**src/hw/ooo_pkg.sv**
```systemverilog
/*
 * Shared definitions for the out-of-order issue core
 * Data and register widths, opcodes, producer tags and the
 * instruction word with its register and immediate forms
 */
package ooo_pkg;

    localparam int XLEN       = 16;  // Data width
    localparam int REG_W      = 3;   // 8 registers, r0 reads zero
    localparam int TAG_W      = 3;   // Producer tag width
    localparam int N_STATIONS = 2;

    // Station indices, also arbiter priority order
    localparam int ALU_STATION = 0;
    localparam int MUL_STATION = 1;

    // Zero means operand ready, else 1 + station * DEPTH + entry
    typedef logic [TAG_W-1:0] tag_t;

    typedef enum logic [2:0] {
        OP_ADD  = 3'd0,
        OP_SUB  = 3'd1,
        OP_AND  = 3'd2,
        OP_XOR  = 3'd3,
        OP_ADDI = 3'd4,  // Only user of the immediate form
        OP_MUL  = 3'd5
    } opcode_t;

    // Register form
    typedef struct packed {
        opcode_t          op;
        logic [REG_W-1:0] rd;
        logic [REG_W-1:0] rs1;
        logic [REG_W-1:0] rs2;
        logic [3:0]       unused;
    } insn_reg_t;

    // Immediate form
    typedef struct packed {
        opcode_t          op;
        logic [REG_W-1:0] rd;
        logic [REG_W-1:0] rs1;
        logic [6:0]       imm;     // Signed
    } insn_imm_t;

    // Same 16 bits, decoded by opcode
    typedef union packed {
        insn_reg_t r;
        insn_imm_t i;
    } insn_t;

endpackage

```
**src/hw/cdb_if.sv**
```systemverilog
/*
 * Common data bus and station dispatch interfaces
 */
`timescale 1ns/1ps

interface cdb_if;
    import ooo_pkg::*;

    logic             valid;  // One cycle per result
    tag_t             tag;    // Producer of this value
    logic [REG_W-1:0] rd;
    logic [XLEN-1:0]  value;

    modport source   (output valid, tag, rd, value);
    modport listener (input valid, tag, rd, value);
endinterface


```
**src/hw/cdb_arbiter.sv**
```systemverilog
/*
 * CDB arbiter
 * Fixed priority, lowest station first, with a registered grant
 * and four-phase ack per station
 */
`timescale 1ns/1ps

module cdb_arbiter (
    input  logic                           clock,
    input  logic                           reset,
    input  logic [ooo_pkg::N_STATIONS-1:0] req,
    output logic [ooo_pkg::N_STATIONS-1:0] ack,
    input  ooo_pkg::tag_t                  tags   [ooo_pkg::N_STATIONS],
    input  logic [ooo_pkg::REG_W-1:0]      rds    [ooo_pkg::N_STATIONS],
    input  logic [ooo_pkg::XLEN-1:0]       values [ooo_pkg::N_STATIONS],
    cdb_if.source                          cdb
);
    import ooo_pkg::*;

    logic [N_STATIONS-1:0] grant;  // One-hot winner this cycle
    int                    win;

    always_comb begin
        grant = '0;
        win   = 0;
        if (ack == '0) begin  // Nothing outstanding
            for (int s = N_STATIONS - 1; s >= 0; s--) begin
                if (req[s]) begin
                    grant = N_STATIONS'(1) << s;  // Lowest index ends up winning
                    win   = s;
                end
            end
        end
    end

    always_ff @(posedge clock) begin
        if (reset) begin
            ack       <= '0;
            cdb.valid <= 1'b0;
        end else begin
            cdb.valid <= |grant;               // Single-cycle broadcast
            ack       <= (ack & req) | grant;  // Ack drops after its req falls
        end
    end

    // Winner's held result onto the bus
    always_ff @(posedge clock) begin
        if (|grant) begin
            cdb.tag   <= tags[win];
            cdb.rd    <= rds[win];
            cdb.value <= values[win];
        end
    end

    // A station drops its request only after it was acknowledged
    assert property (@(posedge clock) disable iff (reset)
        ($past(req) & ~req & ~$past(ack)) == '0);

endmodule

```
**src/flat_wrapper.sv**
```systemverilog
// flat-port wrapper written by rule: the top's interface ports become plain ports
module cdb_arbiter_flat import ooo_pkg::*;
  (clock, reset, req, ack, tags, rds, values, cdb_valid, cdb_tag, cdb_rd, cdb_value);
  cdb_if cdb_i ();
  input  logic clock;
  input  logic reset;
  input  logic [ooo_pkg::N_STATIONS-1:0] req;
  output logic [ooo_pkg::N_STATIONS-1:0] ack;
  input  ooo_pkg::tag_t tags[ooo_pkg::N_STATIONS];
  input  logic [ooo_pkg::REG_W-1:0] rds[ooo_pkg::N_STATIONS];
  input  logic [ooo_pkg::XLEN-1:0] values[ooo_pkg::N_STATIONS];
  output wire logic [$bits(cdb_i.valid)-1:0] cdb_valid;
  output wire logic [$bits(cdb_i.tag)-1:0] cdb_tag;
  output wire logic [$bits(cdb_i.rd)-1:0] cdb_rd;
  output wire logic [$bits(cdb_i.value)-1:0] cdb_value;
  assign cdb_valid = cdb_i.valid;
  assign cdb_tag = cdb_i.tag;
  assign cdb_rd = cdb_i.rd;
  assign cdb_value = cdb_i.value;
  cdb_arbiter u_core (.clock(clock), .reset(reset), .req(req), .ack(ack), .tags(tags), .rds(rds), .values(values), .cdb(cdb_i));
endmodule
```
**config.mk**
```make
export PLATFORM = sky130hd
export DESIGN_NAME = cdb_arbiter_flat
export DESIGN_NICKNAME = d
export VERILOG_FILES = /design/src/hw/ooo_pkg.sv /design/src/hw/cdb_if.sv /design/src/hw/cdb_arbiter.sv /design/src/flat_wrapper.sv
export SDC_FILE = /design/constraint.sdc
export NUM_CORES = 1
export LEC_CHECK = 0
export ABC_AREA = 1
export BUFFER_PORTS_ARGS = -buffer_cell sky130_fd_sc_hd__buf_2
export CELL_PAD_IN_SITES_DETAIL_PLACEMENT = 1
export CELL_PAD_IN_SITES_GLOBAL_PLACEMENT = 1
export CORE_MARGIN = 5
export CORE_UTILIZATION = 31
export DETAILED_ROUTE_END_ITERATION = 16
export PLACE_DENSITY_LB_ADDON = 0.12
export SYNTH_ARGS = -nofsm -noshare
export SYNTH_HDL_FRONTEND = slang
export SYNTH_SLANG_ARGS = --single-unit
```
**constraint.sdc**
```tcl
create_clock -name clock -period 2.85 [get_ports clock]
set_clock_uncertainty 0.2 [all_clocks]
set_input_delay 0.285 -clock clock [delete_from_list [all_inputs] [get_ports clock]]
set_output_delay 0.285 -clock clock [all_outputs]
set_load 0.005 [all_outputs]
```
==> results_dict.tcl <==
set metrics [dict create \
    setup_tns_ns 0 \
    hold_depth 3 \
    setup-violations-final 0 \
    area_delta_synth_final_pct 40.0 \
    slew_headroom_pct 69.1 \
    grt_max_degree 26 \
    yosys.cell_types.count 11 \
    rsz0062_at_grt "no" \
    cp-start-kind "flop" \
    regToRegSetupSlack_ns 0.64 \
    dr.pass1.iters 4 \
    r2r-end "u_core.cdb.value[9]" \
    place_congestion 0.714 \
    initial_core_util_pct 32.4 \
    post-route-period-util_pct 77.7 \
    drt-wirelength-per-cell_um 14.4 \
    clockRootBuffer "clkbuf_4" \
    place_hpwl_mm 2.57 \
    hold_start "req[1]" \
    h-tree-depth 1 \
    period_needed_ns 2.21 \
    critPathTopFamily "simple AND/OR/NAND/NOR gates" \
    coreArea_um2 3390 \
    synth_flop_cell "edfxtp_1" \
    clockBufferDepth 2 \
    grt_pass1_vias 1120 \
    vias 1036 \
    path_cells "nor2_4 -> nand2_2 -> nand2_1 -> buf_4" \
    synth_fp_nets 156 \
    fin_util_pct 45.3 \
    drc 0 \
    place_area_um2 1500 \
    cp_slowest_stage_delay_ns 0.38 \
    nNetsFinal 231 \
    grt_pass1_wl_mm 5.27 \
    drv_cap 0 \
    n_antenna_cell 0 \
    cp_max_fo 25 \
    detailedRoute.firstIterationViolations 65 \
    synthesis.area_um2 1100 \
    synth.area.top_cells "edfxtp_1 (60%), nand2_1 (16%), nand3_1 (10%), dfxtp_1 (5.5%), nor2_4 (2.1%)" \
    worst_ep_arrival_time_ns 2.04 \
    critPathRequiredTime_ns 2.68 \
    tightest_slew_ns 0.462 \
    yosysTopAreaCell "edfxtp_1" \
    post_cts_resized 0 \
    slew_violations 0 \
    finalWorstSetupSlack_ns 0.637 \
    post_drt_via_cell_ratio 4.54 \
    crit-reg2reg-launch "u_core.ack[1]" \
    hold-worst-slack_ns 0.0127 \
    cts_buffers 3 \
    num_io_pins 73 \
    p_per_area_nw_per_um2 502 \
    ant_nets 0 \
    synth_edf_count 22 \
    pre_cts_slack_ns 0.600 \
    seq_area_frac_synth_pct 65.7 \
    hold_violations 0 \
    fmax_mhz 452 \
    drive_above_1_share_pct 45.1 \
    totalWireLength_mm 3.29 \
    port_buffers 72 \
    rr_worst_depth 4 \
    crit_buf_inv 1 \
    crit_type "reg2reg" \
    holdCritPathClass "in2reg" \
    ir_drop_uv 208 \
    crit_slowest_cell "nand2_1" \
    yosys.cell_count.top_type "nand2_1" \
    overflow 0 \
    die-area_um2 4830 \
    cts_tree "built" \
    grtUsageTotal_pct 13.5 \
    path_clk_slew_ns 0.14 \
    hold_end "u_core.ack[1]" \
    clkSinkCount 25 \
    syn-mean-instance-area_um2 10.2 \
    synth_commonest_cells "nand2_1 (48), edfxtp_1 (22), nand3_1 (22)" \
    end_kind "flop" \
    async_flop_share_pct 0 \
    ys_ff_latch 25 \
    num_rows 21 \
    fin_area_um2 1540 \
    synth_warnings 0 \
    status "complete, no violations" \
    die_h_um 69.5 \
    synthCells 108 \
    yosysTopAreaCellShare_pct 60.2 \
    antenna_found_initial 0 \
    clk_latency_ns 0.31 \
    die_x_um 69.5 \
    leakage_nw 0.780 \
    n_fill_cell 422 \
]
cell usage in the layout, fill, tap and decap left out:
cell type / Yosys / final
a21oi_1: 3 / 3
buf_2: 4 / 72
buf_4: 1 / 3
clkbuf_4: 0 / 3
clkinv_2: 0 / 1
dfxtp_1: 3 / 3
dlygate4sd3_1: 0 / 1
edfxtp_1: 22 / 22
inv_1: 1 / 1
nand2_1: 48 / 48
nand2_2: 1 / 1
nand3_1: 22 / 22
nor2_4: 2 / 2
worst min-delay path: stages:
cell,delay [ns]
buf_2,0.11
nand2_1,0.05
a21oi_1,0.06
metal layers:
| layer | track usage [%] | wire length, um | up-vias |
|---|---|---|---|
| met2 | 22.8 | 1580 | 39 |
| met1 | 16.9 | 1410 | 481 |
| met5 | 0 | 0 | - |
| met4 | 4.12 | 53 | 0 |
| met3 | 3.33 | 237 | 4 |
| li1 | - | - | 512 |
timing repair:
| item | in CTS | in global routing |
|---|---|---|
| hold buffers | 1 | 0 |
| buffers inserted | 0 | 0 |
| hold endpoints to repair | 3 | 0 |
how the worst max path moves through the flow:
stage	cells past startpoint	slack [ns]	to	start
finish	4	0.64	u_core.cdb.value[9]	u_core.ack[1]
detailed placement	4	0.60	u_core.cdb.value[5]	u_core.ack[1]
global placement	4	0.69	u_core.cdb.value[0]	u_core.ack[1]
global route	4	0.45	u_core.cdb.value[8]	u_core.ack[1]
floorplan	4	1.04	u_core.cdb.rd[0]	u_core.ack[1]
CTS	4	0.59	u_core.cdb.value[9]	u_core.ack[1]
per-stage QoR:
stage          total power, W  instances
3_3_place_gp         0.000617        223
5_1_grt              0.000816        228
4_1_cts              0.000777        228
3_5_place_dp         0.000623        223
6_report             0.000771        228
2_1_floorplan        0.000534        108
cell families (layout without fill, tap and decap cells):
family          Yosys count  in the layout  share of synthesized area [%]
compound gates            3              3                           1.37
buf+inv                   7             81                           3.88
flops                    25             25                           65.7
simple gates             73             73                           29.1
layout make-up:
type / count / area (um2) / share of cell area (%)
Inverter: 1 / 3.75 / 0.244
Tap cell: 46 / 57.6 / 3.75
Timing Repair Buffer: 76 / 393 / 25.6
Multi-Input combinational cell: 76 / 334 / 21.7
Clock buffer: 3 / 22.5 / 1.47
Clock inverter: 1 / 5.00 / 0.326
Sequential cell: 25 / 721 / 46.9
report_power, final:
group	leakage [nW]	internal, W	switching, W	total [W]
Combinational	0.521	0.0000681	0.0000858	0.000154
Sequential	0.241	0.000446	0.0000109	0.000457
Clock	0.0177	0.0000524	0.000107	0.000160
Total	0.780	0.000567	0.000204	0.000771
registers in the layout (all words and copies together), names as in the netlist:
signal and cells:
u_core.ack 2, u_core.cdb.rd 3, u_core.cdb.tag 3, u_core.cdb.valid 1, u_core.cdb.value 16
(Power assumes the default switching activity.)
