[src/hw/ooo_pkg.sv]
/*
 * Shared definitions for the out-of-order issue core
 * Data and register widths, opcodes, producer tags and the
 * instruction word with its register and immediate forms
 */
package ooo_pkg;

    localparam int XLEN       = 16;  // Data width
    localparam int REG_W      = 3;   // 8 registers, r0 reads zero
    localparam int TAG_W      = 3;   // Producer tag width
    localparam int N_STATIONS = 2;

    // Station indices, also arbiter priority order
    localparam int ALU_STATION = 0;
    localparam int MUL_STATION = 1;

    // Zero means operand ready, else 1 + station * DEPTH + entry
    typedef logic [TAG_W-1:0] tag_t;

    typedef enum logic [2:0] {
        OP_ADD  = 3'd0,
        OP_SUB  = 3'd1,
        OP_AND  = 3'd2,
        OP_XOR  = 3'd3,
        OP_ADDI = 3'd4,  // Only user of the immediate form
        OP_MUL  = 3'd5
    } opcode_t;

    // Register form
    typedef struct packed {
        opcode_t          op;
        logic [REG_W-1:0] rd;
        logic [REG_W-1:0] rs1;
        logic [REG_W-1:0] rs2;
        logic [3:0]       unused;
    } insn_reg_t;

    // Immediate form
    typedef struct packed {
        opcode_t          op;
        logic [REG_W-1:0] rd;
        logic [REG_W-1:0] rs1;
        logic [6:0]       imm;     // Signed
    } insn_imm_t;

    // Same 16 bits, decoded by opcode
    typedef union packed {
        insn_reg_t r;
        insn_imm_t i;
    } insn_t;

endpackage

[src/hw/cdb_if.sv]
/*
 * Common data bus and station dispatch interfaces
 */
`timescale 1ns/1ps

interface cdb_if;
    import ooo_pkg::*;

    logic             valid;  // One cycle per result
    tag_t             tag;    // Producer of this value
    logic [REG_W-1:0] rd;
    logic [XLEN-1:0]  value;

    modport source   (output valid, tag, rd, value);
    modport listener (input valid, tag, rd, value);
endinterface

interface dispatch_if;
    import ooo_pkg::*;

    logic             valid;  // One cycle, only while busy is low
    opcode_t          op;
    logic [REG_W-1:0] rd;
    logic [XLEN-1:0]  vj;
    logic [XLEN-1:0]  vk;
    tag_t             qj;     // Pending producer of vj
    tag_t             qk;     // Pending producer of vk
    tag_t             tag;    // Selects the station entry
    logic             busy;   // All entries allocated

    modport issuer  (output valid, op, rd, vj, vk, qj, qk, tag, input busy);
    modport station (input valid, op, rd, vj, vk, qj, qk, tag, output busy);
endinterface

[src/hw/exec_station.sv]
/*
 * Execution station
 * Reservation entries with CDB wakeup, oldest-ready issue into a
 * LATENCY-deep functional unit, result hold with four-phase request
 */
`timescale 1ns/1ps

module exec_station #(
    parameter int DEPTH      = 2,
    parameter int LATENCY    = 1,
    parameter int STATION_ID = 0
) (
    input  logic                      clock,
    input  logic                      reset,
    dispatch_if.station               disp,
    cdb_if.listener                   cdb,
    output logic                      res_req,
    input  logic                      res_ack,
    output ooo_pkg::tag_t             res_tag,
    output logic [ooo_pkg::REG_W-1:0] res_rd,
    output logic [ooo_pkg::XLEN-1:0]  res_value
);
    import ooo_pkg::*;

    localparam int BASE  = 1 + STATION_ID * DEPTH;  // Tag of entry 0
    localparam int AGE_W = $clog2(DEPTH) + 1;

    logic [DEPTH-1:0] alloc;        // Held until result acknowledged
    logic [DEPTH-1:0] issued;
    logic [DEPTH-1:0] wr;           // Dispatch lands in this entry
    opcode_t          e_op  [DEPTH];
    logic [REG_W-1:0] e_rd  [DEPTH];
    logic [XLEN-1:0]  e_vj  [DEPTH];
    logic [XLEN-1:0]  e_vk  [DEPTH];
    tag_t             e_qj  [DEPTH];
    tag_t             e_qk  [DEPTH];
    logic [AGE_W-1:0] e_age [DEPTH];  // Larger is older

    logic [LATENCY-1:0] p_valid;
    logic [LATENCY-1:0] p_open;     // Stage can take new data this cycle
    tag_t               p_tag [LATENCY];
    logic [REG_W-1:0]   p_rd  [LATENCY];
    logic [XLEN-1:0]    p_val [LATENCY];

    logic            hold_take;     // Result hold free and ack low
    logic            issue;
    int              sel;
    logic [XLEN-1:0] fu_result;

    assign disp.busy = &alloc;

    ////////////////////////////////////////////////////////////////////////////
    // Select and evaluate
    ////////////////////////////////////////////////////////////////////////////

    always_comb begin
        hold_take         = !res_req && !res_ack;
        p_open[LATENCY-1] = !p_valid[LATENCY-1] || hold_take;
        for (int s = LATENCY - 2; s >= 0; s--)
            p_open[s] = !p_valid[s] || p_open[s+1];  // Bubbles collapse
        issue = 1'b0;
        sel   = 0;
        for (int e = 0; e < DEPTH; e++) begin
            wr[e] = disp.valid && (int'(disp.tag) - BASE == e);
            if (alloc[e] && !issued[e] && e_qj[e] == '0 && e_qk[e] == '0 &&
                (!issue || e_age[e] > e_age[sel])) begin
                issue = 1'b1;
                sel   = e;
            end
        end
        issue = issue && p_open[0];  // Full pipeline stops issue
        case (e_op[sel])
            OP_SUB:  fu_result = e_vj[sel] - e_vk[sel];
            OP_AND:  fu_result = e_vj[sel] & e_vk[sel];
            OP_XOR:  fu_result = e_vj[sel] ^ e_vk[sel];
            OP_MUL:  fu_result = e_vj[sel] * e_vk[sel];  // Low half of product
            default: fu_result = e_vj[sel] + e_vk[sel];  // ADD and ADDI
        endcase
    end

    ////////////////////////////////////////////////////////////////////////////
    // Reservation entries
    ////////////////////////////////////////////////////////////////////////////

    always_ff @(posedge clock) begin
        if (reset) begin
            alloc  <= '0;
            issued <= '0;
        end else begin
            for (int e = 0; e < DEPTH; e++) begin
                if (res_req && res_ack && int'(res_tag) - BASE == e) begin
                    alloc[e]  <= 1'b0;
                    issued[e] <= 1'b0;
                end
                if (wr[e])
                    alloc[e] <= 1'b1;
            end
            if (issue)
                issued[sel] <= 1'b1;
        end
    end

    // Operand capture, from dispatch or from a matching broadcast
    always_ff @(posedge clock) begin
        for (int e = 0; e < DEPTH; e++) begin
            if (wr[e]) begin
                e_op[e]  <= disp.op;
                e_rd[e]  <= disp.rd;
                e_vj[e]  <= disp.vj;
                e_vk[e]  <= disp.vk;
                e_qj[e]  <= disp.qj;
                e_qk[e]  <= disp.qk;
                e_age[e] <= '0;
            end else if (disp.valid && alloc[e]) begin
                e_age[e] <= e_age[e] + 1'b1;
            end
            // Producer may broadcast in the same cycle the entry is written
            if (cdb.valid && cdb.tag == (wr[e] ? disp.qj : e_qj[e])) begin
                e_vj[e] <= cdb.value;
                e_qj[e] <= '0;
            end
            if (cdb.valid && cdb.tag == (wr[e] ? disp.qk : e_qk[e])) begin
                e_vk[e] <= cdb.value;
                e_qk[e] <= '0;
            end
        end
    end

    ////////////////////////////////////////////////////////////////////////////
    // Functional unit pipeline and result hold
    ////////////////////////////////////////////////////////////////////////////

    always_ff @(posedge clock) begin
        if (reset) begin
            p_valid <= '0;
            res_req <= 1'b0;
        end else begin
            if (p_open[0])
                p_valid[0] <= issue;
            for (int s = 1; s < LATENCY; s++) begin
                if (p_open[s])
                    p_valid[s] <= p_valid[s-1];
            end
            if (res_req && res_ack)
                res_req <= 1'b0;                  // Third phase
            else if (hold_take && p_valid[LATENCY-1])
                res_req <= 1'b1;
        end
    end

    always_ff @(posedge clock) begin
        if (p_open[0]) begin
            p_tag[0] <= tag_t'(BASE + sel);
            p_rd[0]  <= e_rd[sel];
            p_val[0] <= fu_result;
        end
        for (int s = 1; s < LATENCY; s++) begin
            if (p_open[s]) begin
                p_tag[s] <= p_tag[s-1];
                p_rd[s]  <= p_rd[s-1];
                p_val[s] <= p_val[s-1];
            end
        end
        if (hold_take && p_valid[LATENCY-1]) begin
            res_tag   <= p_tag[LATENCY-1];
            res_rd    <= p_rd[LATENCY-1];
            res_value <= p_val[LATENCY-1];
        end
    end

    // Arbiter lets ack go once the request is down
    assert property (@(posedge clock) disable iff (reset)
        !res_req && res_ack |=> !res_ack);

endmodule

[src/flat_wrapper.sv]
// flat-port wrapper written by rule: the top's interface ports become plain ports
module exec_station_flat import ooo_pkg::*;
#(
    parameter int DEPTH      = 2,
    parameter int LATENCY    = 1,
    parameter int STATION_ID = 0
)
  (clock, reset, res_req, res_ack, res_tag, res_rd, res_value, disp_valid, disp_op, disp_rd, disp_vj, disp_vk, disp_qj, disp_qk, disp_tag, disp_busy, cdb_valid, cdb_tag, cdb_rd, cdb_value);
  dispatch_if disp_i ();
  cdb_if cdb_i ();
  input  logic clock;
  input  logic reset;
  output logic res_req;
  input  logic res_ack;
  output ooo_pkg::tag_t res_tag;
  output logic [ooo_pkg::REG_W-1:0] res_rd;
  output logic [ooo_pkg::XLEN-1:0] res_value;
  input wire logic [$bits(disp_i.valid)-1:0] disp_valid;
  input wire logic [$bits(disp_i.op)-1:0] disp_op;
  input wire logic [$bits(disp_i.rd)-1:0] disp_rd;
  input wire logic [$bits(disp_i.vj)-1:0] disp_vj;
  input wire logic [$bits(disp_i.vk)-1:0] disp_vk;
  input wire logic [$bits(disp_i.qj)-1:0] disp_qj;
  input wire logic [$bits(disp_i.qk)-1:0] disp_qk;
  input wire logic [$bits(disp_i.tag)-1:0] disp_tag;
  output wire logic [$bits(disp_i.busy)-1:0] disp_busy;
  input wire logic [$bits(cdb_i.valid)-1:0] cdb_valid;
  input wire logic [$bits(cdb_i.tag)-1:0] cdb_tag;
  input wire logic [$bits(cdb_i.rd)-1:0] cdb_rd;
  input wire logic [$bits(cdb_i.value)-1:0] cdb_value;
  assign disp_i.valid = disp_valid;
  assign disp_i.op = disp_op;
  assign disp_i.rd = disp_rd;
  assign disp_i.vj = disp_vj;
  assign disp_i.vk = disp_vk;
  assign disp_i.qj = disp_qj;
  assign disp_i.qk = disp_qk;
  assign disp_i.tag = disp_tag;
  assign disp_busy = disp_i.busy;
  assign cdb_i.valid = cdb_valid;
  assign cdb_i.tag = cdb_tag;
  assign cdb_i.rd = cdb_rd;
  assign cdb_i.value = cdb_value;
  exec_station #(.DEPTH(DEPTH), .LATENCY(LATENCY), .STATION_ID(STATION_ID)) u_core (.clock(clock), .reset(reset), .disp(disp_i), .cdb(cdb_i), .res_req(res_req), .res_ack(res_ack), .res_tag(res_tag), .res_rd(res_rd), .res_value(res_value));
endmodule
[config.mk]
export PLATFORM = sky130hd
export DESIGN_NAME = exec_station_flat
export DESIGN_NICKNAME = d
export VERILOG_FILES = /design/src/hw/ooo_pkg.sv /design/src/hw/cdb_if.sv /design/src/hw/exec_station.sv /design/src/flat_wrapper.sv
export SDC_FILE = /design/constraint.sdc
export NUM_CORES = 1
export LEC_CHECK = 0
export BUFFER_PORTS_ARGS = -buffer_cell sky130_fd_sc_hd__clkbuf_2
export CORE_ASPECT_RATIO = 1.25
export CORE_MARGIN = 10
export CORE_UTILIZATION = 38
export DETAILED_ROUTE_END_ITERATION = 8
export PLACE_DENSITY_LB_ADDON = 0.08
export SLEW_MARGIN = 25
export SYNTH_ARGS = -nofsm -noshare
export SYNTH_HDL_FRONTEND = slang
export SYNTH_SLANG_ARGS = --single-unit
[constraint.sdc]
create_clock -name clock -period 18.9 [get_ports clock]
set_input_delay 5.67 -clock clock [delete_from_list [all_inputs] [get_ports clock]]
set_output_delay 5.67 -clock clock [all_outputs]
set_load 0.05 [all_outputs]
==> key figures, run 1 <==
STA
  – Min cycle time layout: 9.041 ns
  – Slew headroom: 27.72%
  – Final Cycle Share: 47.83%
  – Setup violations, final: 0
  – Max Slew Vio Count: 0
  – Worst slew pin tran: 1.054 ns
  – Final worst setup slack: 9.859 ns
  – Final hold viol count: 0
  – TNS Setup: 0 ns
  – FMAX: 110.6 MHz
  – Minimum hold slack: 0.4152 ns
  – RSZ-0062 raised after global routing: false
  – Clock Skew: 0.01008 ns

Clock network
  – # hold bufs at CTS: 0
  – Root Driver: clkbuf_16
  – Worst skew pair latency: 0.42 ns
  – TritonCTS clock tree: yes
  – CTS sink count: 140
  – Deepest clock path buffer count: 2
  – Post-cts sizing count: 0
  – H-tree depth: 4
  – Num CTS Buffers: 17
  – Setup Buffers After CTS: 0
  – CTS clock-pin slew for the worst setup and hold paths: 0.06 ns

Setup path
  – Worst EP arrival: 9.21 ns
  – CP Class: flip-flop to flip-flop
  – Required @ worst endpoint: 19.07 ns
  – Crit-path max FO: 27
  – CP max-delay cell: mux2i_1
  – Setup slack, reg-to-reg: 9.86 ns
  – Worst setup EP type: flip-flop
  – CP max stage delay: 0.92 ns
  – Worst Setup Start Kind: flip-flop
  – Critical Path Most Common Cell: ha_1

Cells and area
  – Share of layout cells above drive strength 1: 20.07%
  – Commonest non-fill, non-tap cell in the layout: inv_1
  – Fillers: 2962
  – Area grow syn2layout: 14.01%
  – Nets: 1431
  – Most frequent cells in the layout: inv_1, edfxtp_1, nand2_1, nor2_1, clkbuf_2
  – N_diodes: 0
  – Final core utilization: 43.98%
  – Final non-filler cell total: 1607

Power
  – LEAKAGE: 5.578 nW
  – Net Sw Frac: 43.05%
  – Clock share of power: 19.8%
  – Power Internal: 1.012 mW
  – Sequential Power Share: 23.0%
  – Combinational power share: 57.2%
  – Psw: 764.5 uW
  – Power Dens Cells: 134.1 nW/um^2
  – Peak VDD IR: 0.2196 mV

Synthesis
  – Post-synth EDFFs: 128
  – Mean Syn Cell Area: 10.69 um^2
  – Register bit count reported by yosys: 140
  – Synth warn: 0
  – Async set or reset register ratio after synthesis: 0%
  – Synth Flop Type: edfxtp_1
  – Unique masters post-synth: 61
  – Mapped cell area: 11620 um^2
  – Seq/Total Area, Yosys: 35.16%
  – Synth Instances: 1087
  – Synth Net Count: 1325

Die
  – Initial Util: 38.57%
  – Die span in x: 176.4 um
  – Die area: 38010 um^2
  – Row cnt: 71
  – Core Area: 30120 um^2
  – Die H: 215.5 um
  – I/O pin total: 98

Detailed routing
  – Initial drt markers: 419
  – DR WL/cell: 19.67 um
  – Vias: 8069
  – Antenna viol nets, final: 0
  – Vias per std cell: 5.021
  – DRT Pass-1 Iters: 5
  – Routed WL: 31.62 mm
  – DRC Markers: 0

Place
  – Hpwl dp: 25.28 mm
  – Gpl congestion: 0.8796
  – Cells after DPL: 1575
  – Port-buffer cells: 93
  – Pre-CTS setup slack: 9.837 ns

Global route
  – Total gr overflow: 0
  – Gr usage total: 17.04%
  – Initial antenna violation count: 0
  – First-pass GRT wire length: 49.80 mm
  – Vias in the first global route: 8771
  – Largest net degree at the start of global routing: 41

Worst hold path
  – Hold Path Class: flip-flop to flip-flop

Job
  – MaxCap Viol Count: 0

Outcome
  – Status: complete, no violations
## final timing paths
check	start	end	depth (start not counted)
setup / recovery	u_core.e_age[1][1]$_SDFFCE_PN0P_	u_core.p_val[0][15]$_DFFE_PN_	28
hold / removal	u_core.p_rd[0][1]$_DFFE_PN_	u_core.res_rd[1]$_DFFE_PP_	0
setup reg to reg	u_core.e_age[1][1]$_SDFFCE_PN0P_	u_core.p_val[0][15]$_DFFE_PN_	28
hold reg to reg	u_core.p_rd[0][1]$_DFFE_PN_	u_core.res_rd[1]$_DFFE_PP_	0
## layer usage
metal | up-vias | global-route usage (%) | wire length [um]
met2 | 201 | 30.16 | 16160
met3 | 41 | 3.389 | 1392
met1 | 3921 | 19.78 | 13010
met4 | 0 | 6.483 | 1060
met5 | - | 0 | 0
li1 | 3906 | - | -
## area by class of cell
cell class	count	area, um^2	area share [%]
Clock buffer	19	432.9	3.269
Clock inverter	13	188.9	1.427
Inverter	142	533.0	4.025
Multi-Input combinational cell	782	6910	52.18
Sequential cell	140	4084	30.84
Tap cell	401	501.7	3.788
Timing Repair Buffer	110	593.1	4.478
## cell usage after synthesis, types with 5 or more instances
cell      count  area share [%]
o221ai_1     11            0.83
a211oi_1      6            0.39
mux2_2       83             8.0
and2_1       15            0.81
nor3_1       18            0.78
nor2b_1       7            0.38
edfxtp_1    128              33
fa_1         81              14
xnor2_1      57             4.3
a21o_1        5            0.32
dfxtp_1      12             2.1
nand2b_1      5            0.27
buf_2         5            0.22
clkbuf_1     11            0.36
nor2_1      100             3.2
mux2i_1      47             4.0
and3_1        5            0.27
nand3_1       9            0.39
ha_1         83             8.9
inv_1       135             4.4
a21oi_1      27             1.2
nand2_1     114             3.7
xor2_1       32             2.4
o21ai_0      15            0.65
o21a_1        6            0.39
clkinv_1      5            0.16
## flip-flops by register name, summed over array words and instances (netlist names)
name              flops
u_core.e_qj           6
u_core.e_rd           6
u_core.res_value     16
u_core.issued         2
u_core.res_tag        2
u_core.res_req        1
u_core.p_tag          2
u_core.p_val         16
u_core.e_op           6
u_core.p_valid        1
u_core.p_rd           3
u_core.alloc          2
u_core.e_qk           6
u_core.res_rd         3
u_core.e_vj          32
u_core.e_vk          32
u_core.e_age          4
## power by group through the flow
stage / combinational [mW] / sequential [mW] / clock (mW)
3_5_place_dp: 1.04 / 0.415 / 0
2_1_floorplan: 0.702 / 0.408 / 0
5_1_grt: 1.15 / 0.412 / 0.372
3_3_place_gp: 1.04 / 0.414 / 0
4_1_cts: 1.05 / 0.409 / 0.358
6_report: 1.02 / 0.408 / 0.352
## logic make-up (layout without fill, tap and decap cells)
family / count (synthesis) / count (layout) / synth area share [%]
AOI/OAI and AO/OA: 95 / 95 / 5.536
xor gates and xnor gates: 90 / 90 / 6.904
adders and majority gates: 164 / 164 / 22.90
buffers and inverters: 165 / 284 / 5.612
DFF: 140 / 140 / 35.16
muxes: 132 / 132 / 12.34
other: 1 / 1 / 0.03228
and+or+nand+nor: 300 / 300 / 11.51
## worst max-delay path, delay by kind of cell (launching register included)
family                   cells  cell delay (ns)
AO/OA/AOI/OAI                9             2.10
flip-flops                   1             0.41
XOR/XNOR                     1             0.24
buffers and inverters        6             1.25
AND/OR/NAND/NOR              2             0.31
adder cells (fa/ha/maj)      9             3.50
multiplexers                 1             0.92
## through the flow
stage | total power [mW] | area [um^2]
3_5_place_dp | 1.458 | 12620
3_3_place_gp | 1.454 | 12620
2_1_floorplan | 1.110 | 11620
6_report | 1.776 | 13240
4_1_cts | 1.819 | 13240
5_1_grt | 1.929 | 13240
(Power assumes the default switching activity.)
==> run 2, diff against run 1 <==
==> constraint.sdc (replaced) <==
create_clock -name clock -period 8.2 [get_ports clock]
set_input_delay 2.46 -clock clock [delete_from_list [all_inputs] [get_ports clock]]
set_output_delay 2.46 -clock clock [all_outputs]
set_load 0.05 [all_outputs]
==> key figures, run 2 (same netlist as run 1, synthesis figures left out) <==
Outcome
  – Status: complete, no violations (unchanged)

Place
  – Gpl congestion: 0.9061 (was 0.8796)
  – Port-buffer cells: 93 (unchanged)
  – Hpwl dp: 26.29 mm (was 25.28 mm)

Setup path
  – Worst Setup Start Kind: flip-flop (unchanged)
  – R2r worst-path depth: 26 (was 28)
  – Setup slack, reg-to-reg: 0.46 ns (was 9.86 ns)
  – CP max stage delay: 0.54 ns (was 0.92 ns)
  – Worst R2R Start: u_core.e_age[1][1]$_SDFFCE_PN0P_ (unchanged)
  – CP Class: flip-flop to flip-flop (unchanged)
  – R2r endpoint: u_core.p_val[0][14]$_DFFE_PN_ (was u_core.p_val[0][15]$_DFFE_PN_)
  – Worst setup EP type: flip-flop (unchanged)
  – CP max-delay cell: fa_1 (was mux2i_1)
  – Required @ worst endpoint: 8.45 ns (was 19.07 ns)
  – Worst Setup SP: u_core.e_age[1][1]$_SDFFCE_PN0P_ (unchanged)
  – Crit-path max FO: 13 (was 27)
  – Worst EP arrival: 8.00 ns (was 9.21 ns)
  – Critical Path Most Common Cell: fa_1 (was ha_1)

Power
  – Psw: 1.793 mW (was 764.5 uW)
  – Sequential Power Share: 22.9% (was 23.0%)
  – Power Internal: 2.320 mW (was 1.012 mW)
  – LEAKAGE: 5.741 nW (was 5.578 nW)
  – Combinational power share: 60.0% (was 57.2%)
  – Peak VDD IR: 0.4474 mV (was 0.2196 mV)
  – Power Dens Cells: 305.6 nW/um^2 (was 134.1 nW/um^2)
  – Clock share of power: 17.2% (was 19.8%)
  – Net Sw Frac: 43.60% (was 43.05%)

Cells and area
  – Share of layout cells above drive strength 1: 22.35% (was 20.07%)
  – N_diodes: 0 (unchanged)
  – Nets: 1469 (was 1431)
  – Commonest non-fill, non-tap cell in the layout: inv_1 (unchanged)
  – Register area: 4084 um^2 (unchanged)
  – Biggest regs: u_core.e_vj (32), u_core.e_vk (32) (unchanged)
  – Fillers: 2957 (was 2962)
  – Area of the multi-input gates: 6904 um^2 (was 6910 um^2)
  – Area grow syn2layout: 15.87% (was 14.01%)
  – Most frequent cells in the layout: inv_1, edfxtp_1, nand2_1, nor2_1, clkbuf_2 (unchanged)

Worst hold path
  – Hold Path Cell Cnt: 0 (unchanged)
  – Hold Path Origin: u_core.p_val[0][2]$_DFFE_PN_ (was u_core.p_rd[0][1]$_DFFE_PN_)
  – Hold Path Class: flip-flop to flip-flop (unchanged)
  – Worst hold path endpoint: u_core.res_value[2]$_DFFE_PP_ (was u_core.res_rd[1]$_DFFE_PP_)

Global route
  – Total gr overflow: 0 (unchanged)
  – Grt met3 use: 2.934% (was 3.389%)
  – Gr usage total: 17.29% (was 17.04%)
  – Met1 Track Usage GR: 20.46% (was 19.78%)
  – Initial antenna violation count: 0 (unchanged)
  – Grt peak-use layer: met2 (unchanged)
  – First-pass GRT wire length: 50.16 mm (was 49.80 mm)
  – Vias in the first global route: 8778 (was 8771)
  – Global Route met2 Usage: 31.15% (was 30.16%)
  – Largest net degree at the start of global routing: 22 (was 41)

STA
  – FMAX: 129.1 MHz (was 110.6 MHz)
  – Max Slew Vio Count: 0 (unchanged)
  – Clock Skew: 0.01178 ns (was 0.01008 ns)
  – TNS Setup: 0 ns (unchanged)
  – Setup violations, final: 0 (unchanged)
  – Final hold viol count: 0 (unchanged)
  – Worst slew pin tran: 0.9867 ns (was 1.054 ns)
  – Slew headroom: 34.06% (was 27.72%)
  – RSZ-0062 raised after global routing: false (unchanged)
  – Minimum hold slack: 0.4185 ns (was 0.4152 ns)
  – Final Cycle Share: 94.44% (was 47.83%)
  – Min cycle time layout: 7.744 ns (was 9.041 ns)

Detailed routing
  – Antenna viol nets, final: 0 (unchanged)
  – Initial drt markers: 342 (was 419)
  – DR WL/cell: 19.53 um (was 19.67 um)
  – DRT Pass-1 Iters: 5 (unchanged)
  – DRC Markers: 0 (unchanged)
  – Routed WL: 32.13 mm (was 31.62 mm)
  – Vias: 8112 (was 8069)
  – Vias per std cell: 4.931 (was 5.021)

Job
  – MaxCap Viol Count: 0 (unchanged)

Die
  – Core Area: 30120 um^2 (unchanged)
  – Row cnt: 71 (unchanged)
  – Die H: 215.5 um (unchanged)
  – Die span in x: 176.4 um (unchanged)
  – Initial Util: 38.57% (unchanged)
  – I/O pin total: 98 (unchanged)
  – Die area: 38010 um^2 (unchanged)

Clock network
  – CTS sink count: 140 (unchanged)
  – Root Driver: clkbuf_16 (unchanged)
  – CTS clock-pin slew for the worst setup and hold paths: 0.06 ns (about the same)
  – Num CTS Buffers: 17 (unchanged)
  – TritonCTS clock tree: yes (unchanged)
  – Deepest clock path buffer count: 2 (unchanged)
  – H-tree depth: 4 (unchanged)
  – Worst skew pair latency: 0.42 ns (about the same)
  – # hold bufs at CTS: 0 (unchanged)
-- run 2: layer usage --
layer  part of all wire (%)  vias to the layer above
met1                     42                     3969
li1                       -                     3987
met3                    2.9                       29
met4                    2.1                        0
met2                     53                      127
met5                      0                        -
-- run 2: worst max-delay path by stage --
| stage | to | slack (ns) | depth (start not counted) |
|---|---|---|---|
| final | u_core.p_val[0][14]$_DFFE_PN_ | 0.46 | 26 |
| after CTS | u_core.p_val[0][15]$_DFFE_PN_ | 0.31 | 26 |
| after detailed placement | u_core.p_val[0][15]$_DFFE_PN_ | 0.33 | 26 |
| after floorplan | u_core.p_val[0][15]$_DFFE_PN_ | 0.64 | 29 |
| after global placement | u_core.p_val[0][15]$_DFFE_PN_ | 0.37 | 26 |
| after global routing | u_core.p_val[0][14]$_DFFE_PN_ | 0.14 | 26 |
-- run 2: what timing repair did --
action                                  4_1_cts  5_1_grt
endpoints found under the setup margin        0        2
buffers inserted                              0        4
resized for setup                             0        0
-- run 2: layout make-up --
class	count	share of cell area [%]
sequential	140	30.34
timing repair buffer	148	6.619
multi-input combinational	782	51.30
clock buffer	21	3.430
inverter	142	3.960
clock inverter	11	0.6228
tap	401	3.728
-- run 2: per-stage QoR --
step                      cell area [um^2]  utilization, %  cells  worst slack [ns]  power (mW)
final                                13460           44.69   1645            0.4556       4.114
after global routing                 13460           44.69   1645            0.1384       4.471
after CTS                            13420           44.55   1641            0.3065       4.206
after detailed placement             12870           42.74   1609            0.3315       3.478
after global placement               12870           42.74   1609            0.3689       3.472
after floorplan                      11620               -   1087            0.6381       2.558
-- run 2: worst max-delay path: cells and delay by family (launching register included) --
kind	cells	cell delay (ns)
flip-flops	1	0.43
AND/OR/NAND/NOR	4	0.69
adder cells (fa/ha/maj)	8	3.22
AO/OA/AOI/OAI	6	1.50
buffers and inverters	6	0.95
XOR/XNOR	1	0.49
multiplexers	1	0.29
-- run 2: power by group through the flow --
stage / registers (mW) / clock network [mW] / logic, mW
after floorplan: 0.940 / 0 / 1.62
after global placement: 0.956 / 0 / 2.52
after detailed placement: 0.958 / 0 / 2.52
after CTS: 0.944 / 0.725 / 2.54
after global routing: 0.950 / 0.758 / 2.76
final: 0.942 / 0.706 / 2.47
